--- config.mk ---
export PLATFORM = sky130hd
export DESIGN_NAME = matrix_product
export DESIGN_NICKNAME = d
export VERILOG_FILES = /design/src/design/matrix_product_pkg.sv /design/src/design/matrix_product_fsm.sv /design/src/design/matrix_index_counter.sv /design/src/design/matrix_operand_buffer.sv /design/src/design/scalar_multiplier.sv /design/src/design/scalar_accumulator.sv /design/src/design/matrix_product.sv
export VERILOG_INCLUDE_DIRS = /design/src /design/src/include
export SDC_FILE = /design/constraint.sdc
export NUM_CORES = 1
export LEC_CHECK = 0
export ABC_CLOCK_PERIOD_IN_PS = 15800
export BUFFER_PORTS_ARGS = -buffer_cell sky130_fd_sc_hd__buf_2
export CAP_MARGIN = 20
export CORE_UTILIZATION = 60
export CTS_CLUSTER_DIAMETER = 120
export DETAILED_ROUTE_END_ITERATION = 10
export HOLD_SLACK_MARGIN = 0.08
export PLACE_DENSITY = 0.77
export SLEW_MARGIN = 10
export SYNTH_ARGS = -nofsm -noshare
export SYNTH_HDL_FRONTEND = slang
export SYNTH_SLANG_ARGS = --single-unit
export TNS_END_PERCENT = 1
--- constraint.sdc ---
create_clock -name CLK -period 15.8 [get_ports CLK]
set_input_delay 3.16 -clock CLK [delete_from_list [all_inputs] [get_ports CLK]]
set_output_delay 3.16 -clock CLK [all_outputs]
set_load 0.05 [all_outputs]
--- src/include/matrix_product_params.svh ---
// Width and size constants for the matrix product
`ifndef MATRIX_PRODUCT_PARAMS_SVH
`define MATRIX_PRODUCT_PARAMS_SVH

// Element width, signed
`define MATRIX_DATA_WIDTH 16

// Product and running sum width, signed
`define MATRIX_RESULT_WIDTH 32

// Largest dimension of either operand
`define MATRIX_MAX_SIZE 4

// Row or column index, 0 to MAX-1
`define MATRIX_INDEX_WIDTH 2

// Dimension value, 0 to MAX
`define MATRIX_SIZE_WIDTH 3

`endif

--- src/design/matrix_product_pkg.sv ---
// Package with the element, result, index and size types and the controller states
`include "matrix_product_params.svh"

package matrix_product_pkg;

  // Operand element
  typedef logic signed [`MATRIX_DATA_WIDTH-1:0] data_t;

  // Product and accumulated sum
  typedef logic signed [`MATRIX_RESULT_WIDTH-1:0] result_t;

  // Row, column or inner index
  typedef logic [`MATRIX_INDEX_WIDTH-1:0] index_t;

  // Matrix dimension
  typedef logic [`MATRIX_SIZE_WIDTH-1:0] size_t;

  // Controller steps
  typedef enum logic [2:0] {
    STARTER,
    MATRIX_INPUT,
    OPERAND_READ,
    VECTOR_MULTIPLIER,
    SCALAR_ADDER,
    MATRIX_UPDATE
  } fsm_state_t;

endpackage

--- src/design/matrix_product_fsm.sv ---
// Run controller: size check, load phase, multiply-add loop and result emission
`timescale 1ns/10ps
`include "matrix_product_params.svh"

module matrix_product_fsm (
  input  logic                       CLK,
  input  logic                       RST,
  input  logic                       start,
  input  matrix_product_pkg::size_t  size_a_i,
  input  matrix_product_pkg::size_t  size_a_j,
  input  matrix_product_pkg::size_t  size_b_i,
  input  matrix_product_pkg::size_t  size_b_j,
  input  matrix_product_pkg::index_t col,
  input  logic                       loaded,
  input  logic                       last_inner,
  input  logic                       last_element,
  input  logic                       multiply_ready,
  output logic                       buffer_clear,
  output logic                       load_enable,
  output logic                       counter_clear,
  output logic                       counter_step,
  output logic                       multiply_start,
  output logic                       acc_clear,
  output logic                       acc_add,
  output logic                       result_i_enable,
  output logic                       result_j_enable,
  output logic                       ready,
  output logic                       size_error
);

  localparam matrix_product_pkg::size_t MAX_SIZE = `MATRIX_MAX_SIZE;

  matrix_product_pkg::fsm_state_t state;
  logic                           sizes_ok;

  // One dimension in range 1..MAX
  function automatic logic dim_ok(input matrix_product_pkg::size_t dim);
    return (dim != '0) && (dim <= MAX_SIZE);
  endfunction

  //////////////////////////////////////////////////
  // Size check
  //////////////////////////////////////////////////

  // Inner dimensions must agree
  assign sizes_ok = (size_a_j == size_b_i) && dim_ok(size_a_i) && dim_ok(size_a_j) &&
                    dim_ok(size_b_i) && dim_ok(size_b_j);

  //////////////////////////////////////////////////
  // Decoded strobes
  //////////////////////////////////////////////////

  // Accepted start resets buffer pointers, counters and sum
  assign buffer_clear  = (state == matrix_product_pkg::STARTER) && start && sizes_ok;
  assign counter_clear = buffer_clear;
  assign load_enable   = (state == matrix_product_pkg::MATRIX_INPUT);
  assign acc_add       = (state == matrix_product_pkg::SCALAR_ADDER);

  // Emit cycle, sum already holds the last product
  assign result_j_enable = (state == matrix_product_pkg::MATRIX_UPDATE);
  assign result_i_enable = result_j_enable && (col == '0);
  assign acc_clear       = buffer_clear || result_j_enable;

  // Inner step after each add; col/row step only after emission
  assign counter_step = (acc_add && !last_inner) || result_j_enable;

  //////////////////////////////////////////////////
  // State register
  //////////////////////////////////////////////////

  always_ff @(posedge CLK or posedge RST) begin
    if (RST) begin
      state          <= matrix_product_pkg::STARTER;
      ready          <= 1'b0;
      size_error     <= 1'b0;
      multiply_start <= 1'b0;
    end else begin
      // Single-cycle pulses by default
      ready          <= 1'b0;
      multiply_start <= 1'b0;
      case (state)
        matrix_product_pkg::STARTER: begin
          if (start) begin
            size_error <= !sizes_ok;
            // Bad sizes end the run at once
            if (sizes_ok) begin
              state <= matrix_product_pkg::MATRIX_INPUT;
            end else begin
              ready <= 1'b1;
            end
          end
        end
        matrix_product_pkg::MATRIX_INPUT: begin
          if (loaded) begin
            state <= matrix_product_pkg::OPERAND_READ;
          end
        end
        matrix_product_pkg::OPERAND_READ: begin
          // Operands registered this cycle
          multiply_start <= 1'b1;
          state          <= matrix_product_pkg::VECTOR_MULTIPLIER;
        end
        matrix_product_pkg::VECTOR_MULTIPLIER: begin
          if (multiply_ready) begin
            state <= matrix_product_pkg::SCALAR_ADDER;
          end
        end
        matrix_product_pkg::SCALAR_ADDER: begin
          if (last_inner) begin
            state <= matrix_product_pkg::MATRIX_UPDATE;
          end else begin
            state <= matrix_product_pkg::OPERAND_READ;
          end
        end
        matrix_product_pkg::MATRIX_UPDATE: begin
          // Final element, ready the cycle after its strobe
          if (last_element) begin
            ready <= 1'b1;
            state <= matrix_product_pkg::STARTER;
          end else begin
            state <= matrix_product_pkg::OPERAND_READ;
          end
        end
        default: begin
          state <= matrix_product_pkg::STARTER;
        end
      endcase
    end
  end

endmodule

--- src/design/matrix_index_counter.sv ---
// Nested row, column and inner index counter with last-step flags
`timescale 1ns/10ps

module matrix_index_counter (
  input  logic                       CLK,
  input  logic                       RST,
  input  logic                       clear,
  input  logic                       step,
  input  matrix_product_pkg::size_t  size_a_i,
  input  matrix_product_pkg::size_t  size_a_j,
  input  matrix_product_pkg::size_t  size_b_j,
  output matrix_product_pkg::index_t row,
  output matrix_product_pkg::index_t col,
  output matrix_product_pkg::index_t inner,
  output logic                       last_inner,
  output logic                       last_element
);

  // Wrap limits, one below each size
  matrix_product_pkg::size_t row_limit;
  matrix_product_pkg::size_t col_limit;
  matrix_product_pkg::size_t inner_limit;
  logic                      last_col;
  logic                      last_row;

  assign row_limit   = size_a_i - 3'd1;
  assign col_limit   = size_b_j - 3'd1;
  assign inner_limit = size_a_j - 3'd1;

  // Flags from current indices
  assign last_inner   = ({1'b0, inner} == inner_limit);
  assign last_col     = ({1'b0, col} == col_limit);
  assign last_row     = ({1'b0, row} == row_limit);
  assign last_element = last_inner && last_col && last_row;

  // Inner fastest, then column, then row
  always_ff @(posedge CLK or posedge RST) begin
    if (RST) begin
      row   <= '0;
      col   <= '0;
      inner <= '0;
    end else if (clear) begin
      row   <= '0;
      col   <= '0;
      inner <= '0;
    end else if (step) begin
      if (last_inner) begin
        inner <= '0;
        if (last_col) begin
          col <= '0;
          // Wraps after the final row
          row <= last_row ? '0 : row + 2'd1;
        end else begin
          col <= col + 2'd1;
        end
      end else begin
        inner <= inner + 2'd1;
      end
    end
  end

endmodule

--- src/design/matrix_operand_buffer.sv ---
// Operand storage for A and B with strobe-driven write pointers and registered reads
`timescale 1ns/10ps
`include "matrix_product_params.svh"

module matrix_operand_buffer (
  input  logic                       CLK,
  input  logic                       RST,
  input  logic                       clear,
  input  logic                       load_enable,
  input  matrix_product_pkg::data_t  data_a,
  input  matrix_product_pkg::data_t  data_b,
  input  logic                       data_a_i_enable,
  input  logic                       data_a_j_enable,
  input  logic                       data_b_i_enable,
  input  logic                       data_b_j_enable,
  input  matrix_product_pkg::size_t  size_a_i,
  input  matrix_product_pkg::size_t  size_a_j,
  input  matrix_product_pkg::size_t  size_b_i,
  input  matrix_product_pkg::size_t  size_b_j,
  input  matrix_product_pkg::index_t row,
  input  matrix_product_pkg::index_t col,
  input  matrix_product_pkg::index_t inner,
  output matrix_product_pkg::data_t  operand_a,
  output matrix_product_pkg::data_t  operand_b,
  output logic                       loaded
);

  // Port 0 is A, port 1 is B
  matrix_product_pkg::data_t  wr_data [2];
  logic                       i_en    [2];
  logic                       j_en    [2];
  matrix_product_pkg::size_t  rows    [2];
  matrix_product_pkg::size_t  cols    [2];
  matrix_product_pkg::index_t rd_row  [2];
  matrix_product_pkg::index_t rd_col  [2];
  matrix_product_pkg::data_t  rd_data [2];
  logic                       done    [2];

  assign wr_data = '{data_a, data_b};
  assign i_en    = '{data_a_i_enable, data_b_i_enable};
  assign j_en    = '{data_a_j_enable, data_b_j_enable};
  assign rows    = '{size_a_i, size_b_i};
  assign cols    = '{size_a_j, size_b_j};

  // A read at (row, inner), B at (inner, col)
  assign rd_row = '{row, inner};
  assign rd_col = '{inner, col};

  assign operand_a = rd_data[0];
  assign operand_b = rd_data[1];
  assign loaded    = done[0] && done[1];

  for (genvar m = 0; m < 2; m++) begin : g_matrix
    matrix_product_pkg::data_t  mem [`MATRIX_MAX_SIZE][`MATRIX_MAX_SIZE];
    matrix_product_pkg::index_t wr_row;
    matrix_product_pkg::index_t wr_col;
    matrix_product_pkg::index_t row_eff;
    matrix_product_pkg::index_t col_eff;
    logic                       started;
    logic                       last_pos;

    // I enable opens a row, the first one opens row 0
    assign row_eff  = i_en[m] ? (started ? wr_row + 2'd1 : '0) : wr_row;
    assign col_eff  = i_en[m] ? '0 : wr_col;
    assign last_pos = ({1'b0, row_eff} == rows[m] - 3'd1) &&
                      ({1'b0, col_eff} == cols[m] - 3'd1);

    // Write pointers
    always_ff @(posedge CLK or posedge RST) begin
      if (RST) begin
        wr_row  <= '0;
        wr_col  <= '0;
        started <= 1'b0;
        done[m] <= 1'b0;
      end else if (clear) begin
        wr_row  <= '0;
        wr_col  <= '0;
        started <= 1'b0;
        done[m] <= 1'b0;
      end else if (load_enable && j_en[m]) begin
        wr_row  <= row_eff;
        wr_col  <= col_eff + 2'd1;
        started <= 1'b1;
        if (last_pos) begin
          done[m] <= 1'b1;
        end
      end
    end

    // Element storage and registered read
    always_ff @(posedge CLK) begin
      if (load_enable && j_en[m]) begin
        mem[row_eff][col_eff] <= wr_data[m];
      end
      rd_data[m] <= mem[rd_row[m]][rd_col[m]];
    end
  end

endmodule

--- src/design/scalar_multiplier.sv ---
// Signed radix-2 shift-add multiplier with start and ready
`timescale 1ns/10ps
`include "matrix_product_params.svh"

module scalar_multiplier (
  input  logic                        CLK,
  input  logic                        RST,
  input  logic                        start,
  input  matrix_product_pkg::data_t   multiplicand,
  input  matrix_product_pkg::data_t   multiplier,
  output logic                        ready,
  output matrix_product_pkg::result_t product
);

  localparam int DW = `MATRIX_DATA_WIDTH;
  localparam int RW = `MATRIX_RESULT_WIDTH;
  localparam int CW = $clog2(DW) + 1;

  logic [DW-1:0] mag_a;
  logic [DW-1:0] mag_b;
  logic [RW-1:0] mcand_q;
  logic [DW-1:0] mplier_q;
  logic [RW-1:0] acc_q;
  logic          neg_q;
  logic          busy;
  logic [CW-1:0] count;

  // Operand magnitudes, -2^15 maps to 2^15
  assign mag_a = multiplicand[DW-1] ? DW'(-multiplicand) : multiplicand;
  assign mag_b = multiplier[DW-1] ? DW'(-multiplier) : multiplier;

  // Sign applied after the last partial product
  assign product = neg_q ? -acc_q : acc_q;

  // Bit 0 taken at start, one more bit per cycle
  always_ff @(posedge CLK) begin
    if (start) begin
      acc_q    <= mag_b[0] ? RW'(mag_a) : '0;
      mcand_q  <= RW'(mag_a) << 1;
      mplier_q <= mag_b >> 1;
      neg_q    <= multiplicand[DW-1] ^ multiplier[DW-1];
    end else if (busy) begin
      if (mplier_q[0]) begin
        acc_q <= acc_q + mcand_q;
      end
      mcand_q  <= mcand_q << 1;
      mplier_q <= mplier_q >> 1;
    end
  end

  // Iteration count and ready pulse
  always_ff @(posedge CLK or posedge RST) begin
    if (RST) begin
      busy  <= 1'b0;
      count <= '0;
      ready <= 1'b0;
    end else begin
      ready <= 1'b0;
      if (start) begin
        busy  <= 1'b1;
        count <= CW'(1);
      end else if (busy) begin
        count <= count + CW'(1);
        // Last bit folded in this cycle
        if (count == CW'(DW - 1)) begin
          busy  <= 1'b0;
          ready <= 1'b1;
        end
      end
    end
  end

endmodule

--- src/design/scalar_accumulator.sv ---
// Clearable saturating accumulator of signed products
`timescale 1ns/10ps
`include "matrix_product_params.svh"

module scalar_accumulator (
  input  logic                        CLK,
  input  logic                        RST,
  input  logic                        clear,
  input  logic                        add,
  input  matrix_product_pkg::result_t addend,
  output matrix_product_pkg::result_t sum
);

  localparam int RW = `MATRIX_RESULT_WIDTH;

  // Saturation limits
  localparam matrix_product_pkg::result_t MAX_SUM = {1'b0, {(RW - 1){1'b1}}};
  localparam matrix_product_pkg::result_t MIN_SUM = {1'b1, {(RW - 1){1'b0}}};

  matrix_product_pkg::result_t raw_sum;
  logic                        overflow;

  // Overflow when like signs give a result of the other sign
  assign raw_sum  = sum + addend;
  assign overflow = (sum[RW-1] == addend[RW-1]) && (raw_sum[RW-1] != sum[RW-1]);

  // Clear wins over add
  always_ff @(posedge CLK or posedge RST) begin
    if (RST) begin
      sum <= '0;
    end else if (clear) begin
      sum <= '0;
    end else if (add) begin
      sum <= overflow ? (addend[RW-1] ? MIN_SUM : MAX_SUM) : raw_sum;
    end
  end

endmodule

--- src/design/matrix_product.sv ---
// Matrix product top: controller, index counter, operand buffer, multiplier, accumulator
`timescale 1ns/10ps

module matrix_product (
  input  logic                        CLK,
  input  logic                        RST,
  input  logic                        start,
  input  matrix_product_pkg::size_t   size_a_i,
  input  matrix_product_pkg::size_t   size_a_j,
  input  matrix_product_pkg::size_t   size_b_i,
  input  matrix_product_pkg::size_t   size_b_j,
  input  matrix_product_pkg::data_t   data_a,
  input  logic                        data_a_i_enable,
  input  logic                        data_a_j_enable,
  input  matrix_product_pkg::data_t   data_b,
  input  logic                        data_b_i_enable,
  input  logic                        data_b_j_enable,
  output logic                        ready,
  output logic                        size_error,
  output matrix_product_pkg::result_t result,
  output logic                        result_i_enable,
  output logic                        result_j_enable
);

  //////////////////////////////////////////////////
  // Internal signals
  //////////////////////////////////////////////////

  // Controller strobes
  logic buffer_clear;
  logic load_enable;
  logic counter_clear;
  logic counter_step;
  logic multiply_start;
  logic acc_clear;
  logic acc_add;

  // Loop indices and flags
  matrix_product_pkg::index_t row;
  matrix_product_pkg::index_t col;
  matrix_product_pkg::index_t inner;
  logic                       last_inner;
  logic                       last_element;
  logic                       loaded;

  // Arithmetic path
  matrix_product_pkg::data_t   operand_a;
  matrix_product_pkg::data_t   operand_b;
  matrix_product_pkg::result_t product;
  logic                        multiply_ready;

  //////////////////////////////////////////////////
  // Blocks
  //////////////////////////////////////////////////

  matrix_product_fsm fsm_i (
    .CLK(CLK), .RST(RST), .start(start),
    .size_a_i(size_a_i), .size_a_j(size_a_j), .size_b_i(size_b_i), .size_b_j(size_b_j),
    .col(col), .loaded(loaded), .last_inner(last_inner), .last_element(last_element),
    .multiply_ready(multiply_ready), .buffer_clear(buffer_clear),
    .load_enable(load_enable), .counter_clear(counter_clear), .counter_step(counter_step),
    .multiply_start(multiply_start), .acc_clear(acc_clear), .acc_add(acc_add),
    .result_i_enable(result_i_enable), .result_j_enable(result_j_enable),
    .ready(ready), .size_error(size_error)
  );

  matrix_index_counter counter_i (
    .CLK(CLK), .RST(RST), .clear(counter_clear), .step(counter_step),
    .size_a_i(size_a_i), .size_a_j(size_a_j), .size_b_j(size_b_j),
    .row(row), .col(col), .inner(inner),
    .last_inner(last_inner), .last_element(last_element)
  );

  matrix_operand_buffer buffer_i (
    .CLK(CLK), .RST(RST), .clear(buffer_clear), .load_enable(load_enable),
    .data_a(data_a), .data_b(data_b),
    .data_a_i_enable(data_a_i_enable), .data_a_j_enable(data_a_j_enable),
    .data_b_i_enable(data_b_i_enable), .data_b_j_enable(data_b_j_enable),
    .size_a_i(size_a_i), .size_a_j(size_a_j), .size_b_i(size_b_i), .size_b_j(size_b_j),
    .row(row), .col(col), .inner(inner),
    .operand_a(operand_a), .operand_b(operand_b), .loaded(loaded)
  );

  scalar_multiplier multiplier_i (
    .CLK(CLK), .RST(RST), .start(multiply_start),
    .multiplicand(operand_a), .multiplier(operand_b),
    .ready(multiply_ready), .product(product)
  );

  // Sum is the result, strobed before it clears
  scalar_accumulator accumulator_i (
    .CLK(CLK), .RST(RST), .clear(acc_clear), .add(acc_add),
    .addend(product), .sum(result)
  );

endmodule

# After elaboration in Yosys (flattened, before gate mapping)
# Memories as Yosys holds them, arrays and structs flattened.
# Index checks and enable logic that the tools add are counted.
# word_totals
register_bits	142
mem_bits_rw	544
out_inout_bits	36
memories	3
# op_classes
n_addsub	17
n_lt_le_gt_ge	10
n_eq_ne	20
n_mux	85
n_bitwise	5
n_reduce_logical	49
# memory_table
memory	words	width	read_ports	rd_clocked_by_memory_dff	write_ports	line_no	rtl
buffer_i.g_matrix[0].mem	4	64	1	0	1	matrix_operand_buffer.sv:54	matrix_product_pkg::data_t mem [`MATRIX_MAX_SIZE][`MATRIX_MAX_SIZE];
buffer_i.g_matrix[1].mem	4	64	1	0	1	matrix_operand_buffer.sv:54	
buffer_i.rd_data	2	16	2	0	2	matrix_operand_buffer.sv:36	matrix_product_pkg::data_t rd_data [2];
# op_table
op	n
2-to-1 mux 32 bit	8
2-to-1 mux 16 bit	9
2-to-1 mux 64 bit	2
adder 32 bit	2
binary-select mux 16 bit (select 2 bit)	2
demux 16 bit (select 2 bit)	2
2-to-1 mux 2 bit	27
2-to-1 mux 17 bit	2
negator 16 bit	2
negator 32 bit	1
2-to-1 mux 15 bit	2
logical AND 1 bit	22
2-to-1 mux 1 bit	22
== test 2 x 3 -> 1 bit	7
nonzero test 2 bit	10
case mux 3 bit (6 select lines)	1
2-to-1 mux 3 bit	5
adder 2 x 1 -> 2 bit, second input constant	7
greater-or-equal comparator 3 bit, second input constant	4
less-or-equal comparator 3 bit, second input constant	4
inverter 2 -> 3 bit	4
nonzero test 3 bit	4
subtractor 3 x 1 -> 3 bit, second input constant	4
2-to-1 mux 5 bit	2
20 further kinds	31

# Longest topological paths before layout
# logic_depth
word_depth	9
depth_mapped	24

# Modules after synthesis
# From an unflattened synthesis, not the netlist that was laid out.
# hier_totals
cells_unflattened	2098
hier_area_um2	31506.5
# by_module_without_submodules
mod	n_inst	cells_each	area_per_inst_um2	seq_area_each_um2
matrix_operand_buffer	1	928	21269.1	16315.6
scalar_multiplier	1	676	6236.0	2397.3
scalar_accumulator	1	380	3015.4	800.8
matrix_index_counter	1	54	500.5	150.1
matrix_product_fsm	1	60	485.5	150.1

# Least setup slack after synthesis
# No wires, ideal clock.
# synth_timing
path_type	register -> register
start	register multiplier_i.acc_q[8]
end	register accumulator_i.sum[29]
arrival_time_ns	5.686
path_slack_ns	10.045
stages_incl_launch_ff	23
cell_sequence	edfxtp_1 > or4_4 > or4_4 > or3_1 > o31ai_1 > xnor2_1 > ha_1 > clkbuf_1 > nand3_1 > nor3_1 > o221ai_1 > a31oi_1 > o211ai_1 > a21oi_1 > a21o_1 > a21oi_1 > fa_1 > nor3b_1 > mux2i_4 > nor3_1 > buf_4 > a21oi_1 > nand3_1
# synth_between
elab_chain_len	8
# synth_lines
element	line_no	rtl
start: declaration	scalar_multiplier.sv:23	logic [RW-1:0] acc_q;
start signal: assignment	scalar_multiplier.sv:38	acc_q <= mag_b[0] ? RW'(mag_a) : '0;
start signal: assignment	scalar_multiplier.sv:44	acc_q <= acc_q + mcand_q;
negator 32 bit	scalar_multiplier.sv:33	assign product = neg_q ? -acc_q : acc_q;
2-to-1 mux 32 bit (*)	scalar_multiplier.sv:33	
adder 32 bit	scalar_accumulator.sv:24	assign raw_sum = sum + addend;
!= test 1 bit	scalar_accumulator.sv:25	assign overflow = (sum[RW-1] == addend[RW-1]) && (raw_sum[RW-1] != sum[RW-1]);
logical AND 1 bit	scalar_accumulator.sv:25	
2-to-1 mux 32 bit (*)	scalar_accumulator.sv:34	sum <= overflow ? (addend[RW-1] ? MIN_SUM : MAX_SUM) : raw_sum;
2-to-1 mux 32 bit (*)	scalar_accumulator.sv:33	end else if (add) begin
2-to-1 mux 32 bit (*)	scalar_accumulator.sv:31	end else if (clear) begin
end signal: assignment	scalar_accumulator.sv:34	
end: declaration	scalar_accumulator.sv:11	output matrix_product_pkg::result_t sum
# Mark *: on every way between the ends. The rest lies on a longest branch, timed or not. The select of a mux whose other input is x is not followed.
# A chain may end at the register's enable or synchronous reset.

# Worst setup path in the final report
# layout_timing
start	register multiplier_i.acc_q[2]
end	register accumulator_i.sum[15]
# The elaborated chain is that of the path after synthesis.

==> results.md <==
* Status: finished, final reports clean
* DRT antenna net count at 0
* DIE HEIGHT at 228 um
* Slew headroom at 28.7%
* Storage cell area at 0.0198 sq mm
* Syn Nets at 2159
* Starting Density at between 60% and 70%
* TritonCTS Buffers at 71
* Antenna violations before repair at 15
* Die area at between 0.05 and 0.06 sq mm
* I/O Buffers at 86
* Area of the multi-input gates at 0.0104 sq mm
* Drt via density at 6.32
* Fin crit period at 6860 ps
* TritonCTS clock tree: yes
* Busiest layer in global routing: met2
* Number of synthesized flops with an enable pin at 576
* # hold bufs at CTS at 0
* Max Cap Viol at 0
* I/O pin total at between 80 and 90
* Critical path peak fanout at 18
* Sink Count at 686
* XOR/XNOR Fraction of Synth Area at approximately 3.3%
* Netlist cell types at 66
* Routability Congestion at 0.900
* Total Nets Final at 2274
* Synth Area in Compound Gates at 6.88%
* Fill cells at roughly 3300
* Synth top area cells: edfxtp_1 56%, mux4_2 12%, dfrtp_1 5.1%, ha_1 3.2%, dfxtp_1 3.1%
* Drt drc at 0
* Worst setup path category: register to register
* WP data required at between 15000 and 20000 ps
* RSZ-0062 raised after global routing: no
* M1 GR Usage at 35.7%
* Postcts setup bufs at 0
* Cell Area, Synth at 0.0307 sq mm
* Sequential area share after synthesis at 64.5%
* H-Tree Depth at 3
* Crit path DAT at 7350 ps
* Cell Pwr Density at between 150 and 200 mW/mm^2
* Main combinational cell family by area after synthesis: multiplexers
* Clk slew on worst S/H paths at ~60 ps
* Worst slew pin tran at 1070 ps
* Layout cells sized above 1 at 19.1%
* Num rows at 82
* Clk Latency, worst-skew pair at 630 ps
* Die X at 228 um
* CP startpoint kind: register
* Initial DRC count at 1744
* Root Buffer: clkbuf_16
* DPL Wire Length at 43600 um
* Synth Area in Simple Gates at between 7 and 8%
* Vias in the first global route at 18300
* Met3 Use GR at under 10%
* Wire length per cell at 24.7 um
* Syn Inst Count at 2026
* Fin crit share at 43.4%
* Synth Register Bits at 686
* Worst IR Drop VDD at around 0.11 mV
* Adder-cell area share of the yosys netlist at about 3.4%
* CTS Buffer Depth at 3
* Post-synth ARST share at 9.18%
* Crit. End Element: register
* Grt ovf at 0
* Yosys top cell area share at 56.3%
* Post-synth top area cell: edfxtp_1
* Via Count at ~18000
* Routed WL at a little over 70000 um
* Setup TNS at 0 ps
* Final worst setup slack at 8940 ps
* Slew Viols, Final at 0
* Final Hold Viols at 0
* Final Setup Violations at 0
* Syn Area/Cell at 15.2 sq um
* Pre-CTS setup slack at 8940 ps
* Synth-to-Final Area Change at 11.9%
* Pin count of the biggest net entering global routing at 70
* Mux cell area share after synthesis at 13.1%
* 1st-pass router iterations at 8
* First-pass GRT wire length at between 100000 and 150000 um
* Pleak at approximately 12 nW
* Clk_skew at 29.2 ps
* Grt met2 use at 47.1%
* Core Footprint at ~0.050 sq mm
* Main synth FF type: edfxtp_1
* Worst min path class: register to register
* Synth Warn # at 0
* Fmax at between 100 and 150 MHz
* Gr usage total at 27.8%
* Post-cts repair resize count at 0
## worst max-delay path, stage by stage (launching register included)
cell and delay [ps]:
edfxtp_1 440, or3_1 430, or4b_1 620, or3_1 390
o31ai_1 560, xnor2_1 130, ha_1 430, nand3_1 160
nor3_1 400, o221ai_1 200, a31oi_1 360, o211ai_1 150
a21oi_1 220, a21o_1 150, a21oi_1 80, fa_1 550
nand3_1 140, mux2i_4 500, nor2_1 260, buf_4 270
a221o_1 300
## cell usage after synthesis, drive strengths merged, types with 12 or more instances
master	number
a21o	33
a21oi	103
and3	12
buf	15
clkbuf	75
dfrtp	63
dfxtp	47
edfxtp	576
ha	79
inv	47
mux2i	33
mux4	160
nand2	143
nand2b	16
nand3	25
nor2	157
nor2b	16
nor3	33
o21a	13
o21ai	82
o22ai	16
o31ai	22
xnor2	63
xor2	54
## where the power goes
group | total, W | switching [W] | internal (W)
combinational | 0.00259 | 0.00151 | 0.00109
sequential | 0.00255 | 0.000294 | 0.00226
clock | 0.00169 | 0.000698 | 0.000992
## state kept, by name, indices dropped and copies added, names as in the netlist
name and count:
multiplier_i.count 5, counter_i.inner 2, fsm_i.multiply_start 1, counter_i.row 2, multiplier_i.mplier_q 15, buffer_i.done 2, multiplier_i.mcand_q 31, buffer_i.g_matrix.mem 512
counter_i.col 2, buffer_i.rd_data 32, fsm_i.size_error 1, accumulator_i.sum 32, multiplier_i.neg_q 1, multiplier_i.acc_q 32, multiplier_i.ready 1, buffer_i.g_matrix.wr_col 4
fsm_i.ready 1, fsm_i.state 3, buffer_i.g_matrix.wr_row 4, buffer_i.g_matrix.started 2, multiplier_i.busy 1
## routing by layer
layer | part of all wire, % | vias to the layer above
li1 | - | 8104
met1 | 38 | 9117
met2 | 51 | 757
met3 | 7.9 | 172
met4 | 3.0 | 18
met5 | 0.15 | -
## per-stage QoR
step / util [%] / std cells / hold slack, ps / area, sq um / total power, W
3_3_place_gp: 63.6 / 2739 / 485 / 32000 / 0.00508
6_report: 68.4 / 2874 / 511 / 34400 / 0.00684
5_1_grt: 68.3 / 2871 / 534 / 34400 / 0.00721
3_5_place_dp: 63.6 / 2739 / 498 / 32000 / 0.00515
2_1_floorplan: - / 2026 / 462 / 30700 / 0.00451
4_1_cts: 68.3 / 2868 / 515 / 34300 / 0.00685
## layout by cell type (no fill, tap or decap), types with 58 or more instances in the layout
cell       count
buf_2         86
clkbuf_16     72
edfxtp_1     576
mux4_2       160
dfrtp_1       58
nor2_1       156
ha_1          79
o21ai_0       71
nand2_1      143
a21oi_1      103
xnor2_1       63
## layout make-up
type,count,area share (%)
sequential,686,57.7
antenna,5,0.0364
multi-input combinational,1203,30.2
clock inverter,26,0.968
clock buffer,103,5.87
tap,672,2.45
inverter,47,0.513
timing repair buffer,132,2.27
## cell families (layout without fill, tap and decap cells)
group                      after synthesis  after routing
other                                    0              5
AOI/OAI and AO/OA                      339            339
and+or+nand+nor                        466            466
xor gates and xnor gates               117            117
muxes                                  199            199
adders and majority gates               82             82
buffers and inverters                  137            308
DFF                                    686            686
## worst paths after layout
kind | startpoint | to | slack [ps] | cells after the start
setup / recovery | multiplier_i.acc_q[2] | accumulator_i.sum[15] | 8940 | 20
hold / removal | accumulator_i.sum[4] | accumulator_i.sum[4] | 510 | 2
setup reg to reg | multiplier_i.acc_q[2] | accumulator_i.sum[15] | 8940 | 20
hold reg to reg | accumulator_i.sum[4] | accumulator_i.sum[4] | 510 | 2
max in group asynchronous | RST | counter_i.row[0] | 12360 | 3
min in group asynchronous | RST | accumulator_i.sum[3] | 2780 | 3
Note: power is estimated with default switching activity, not from simulation.
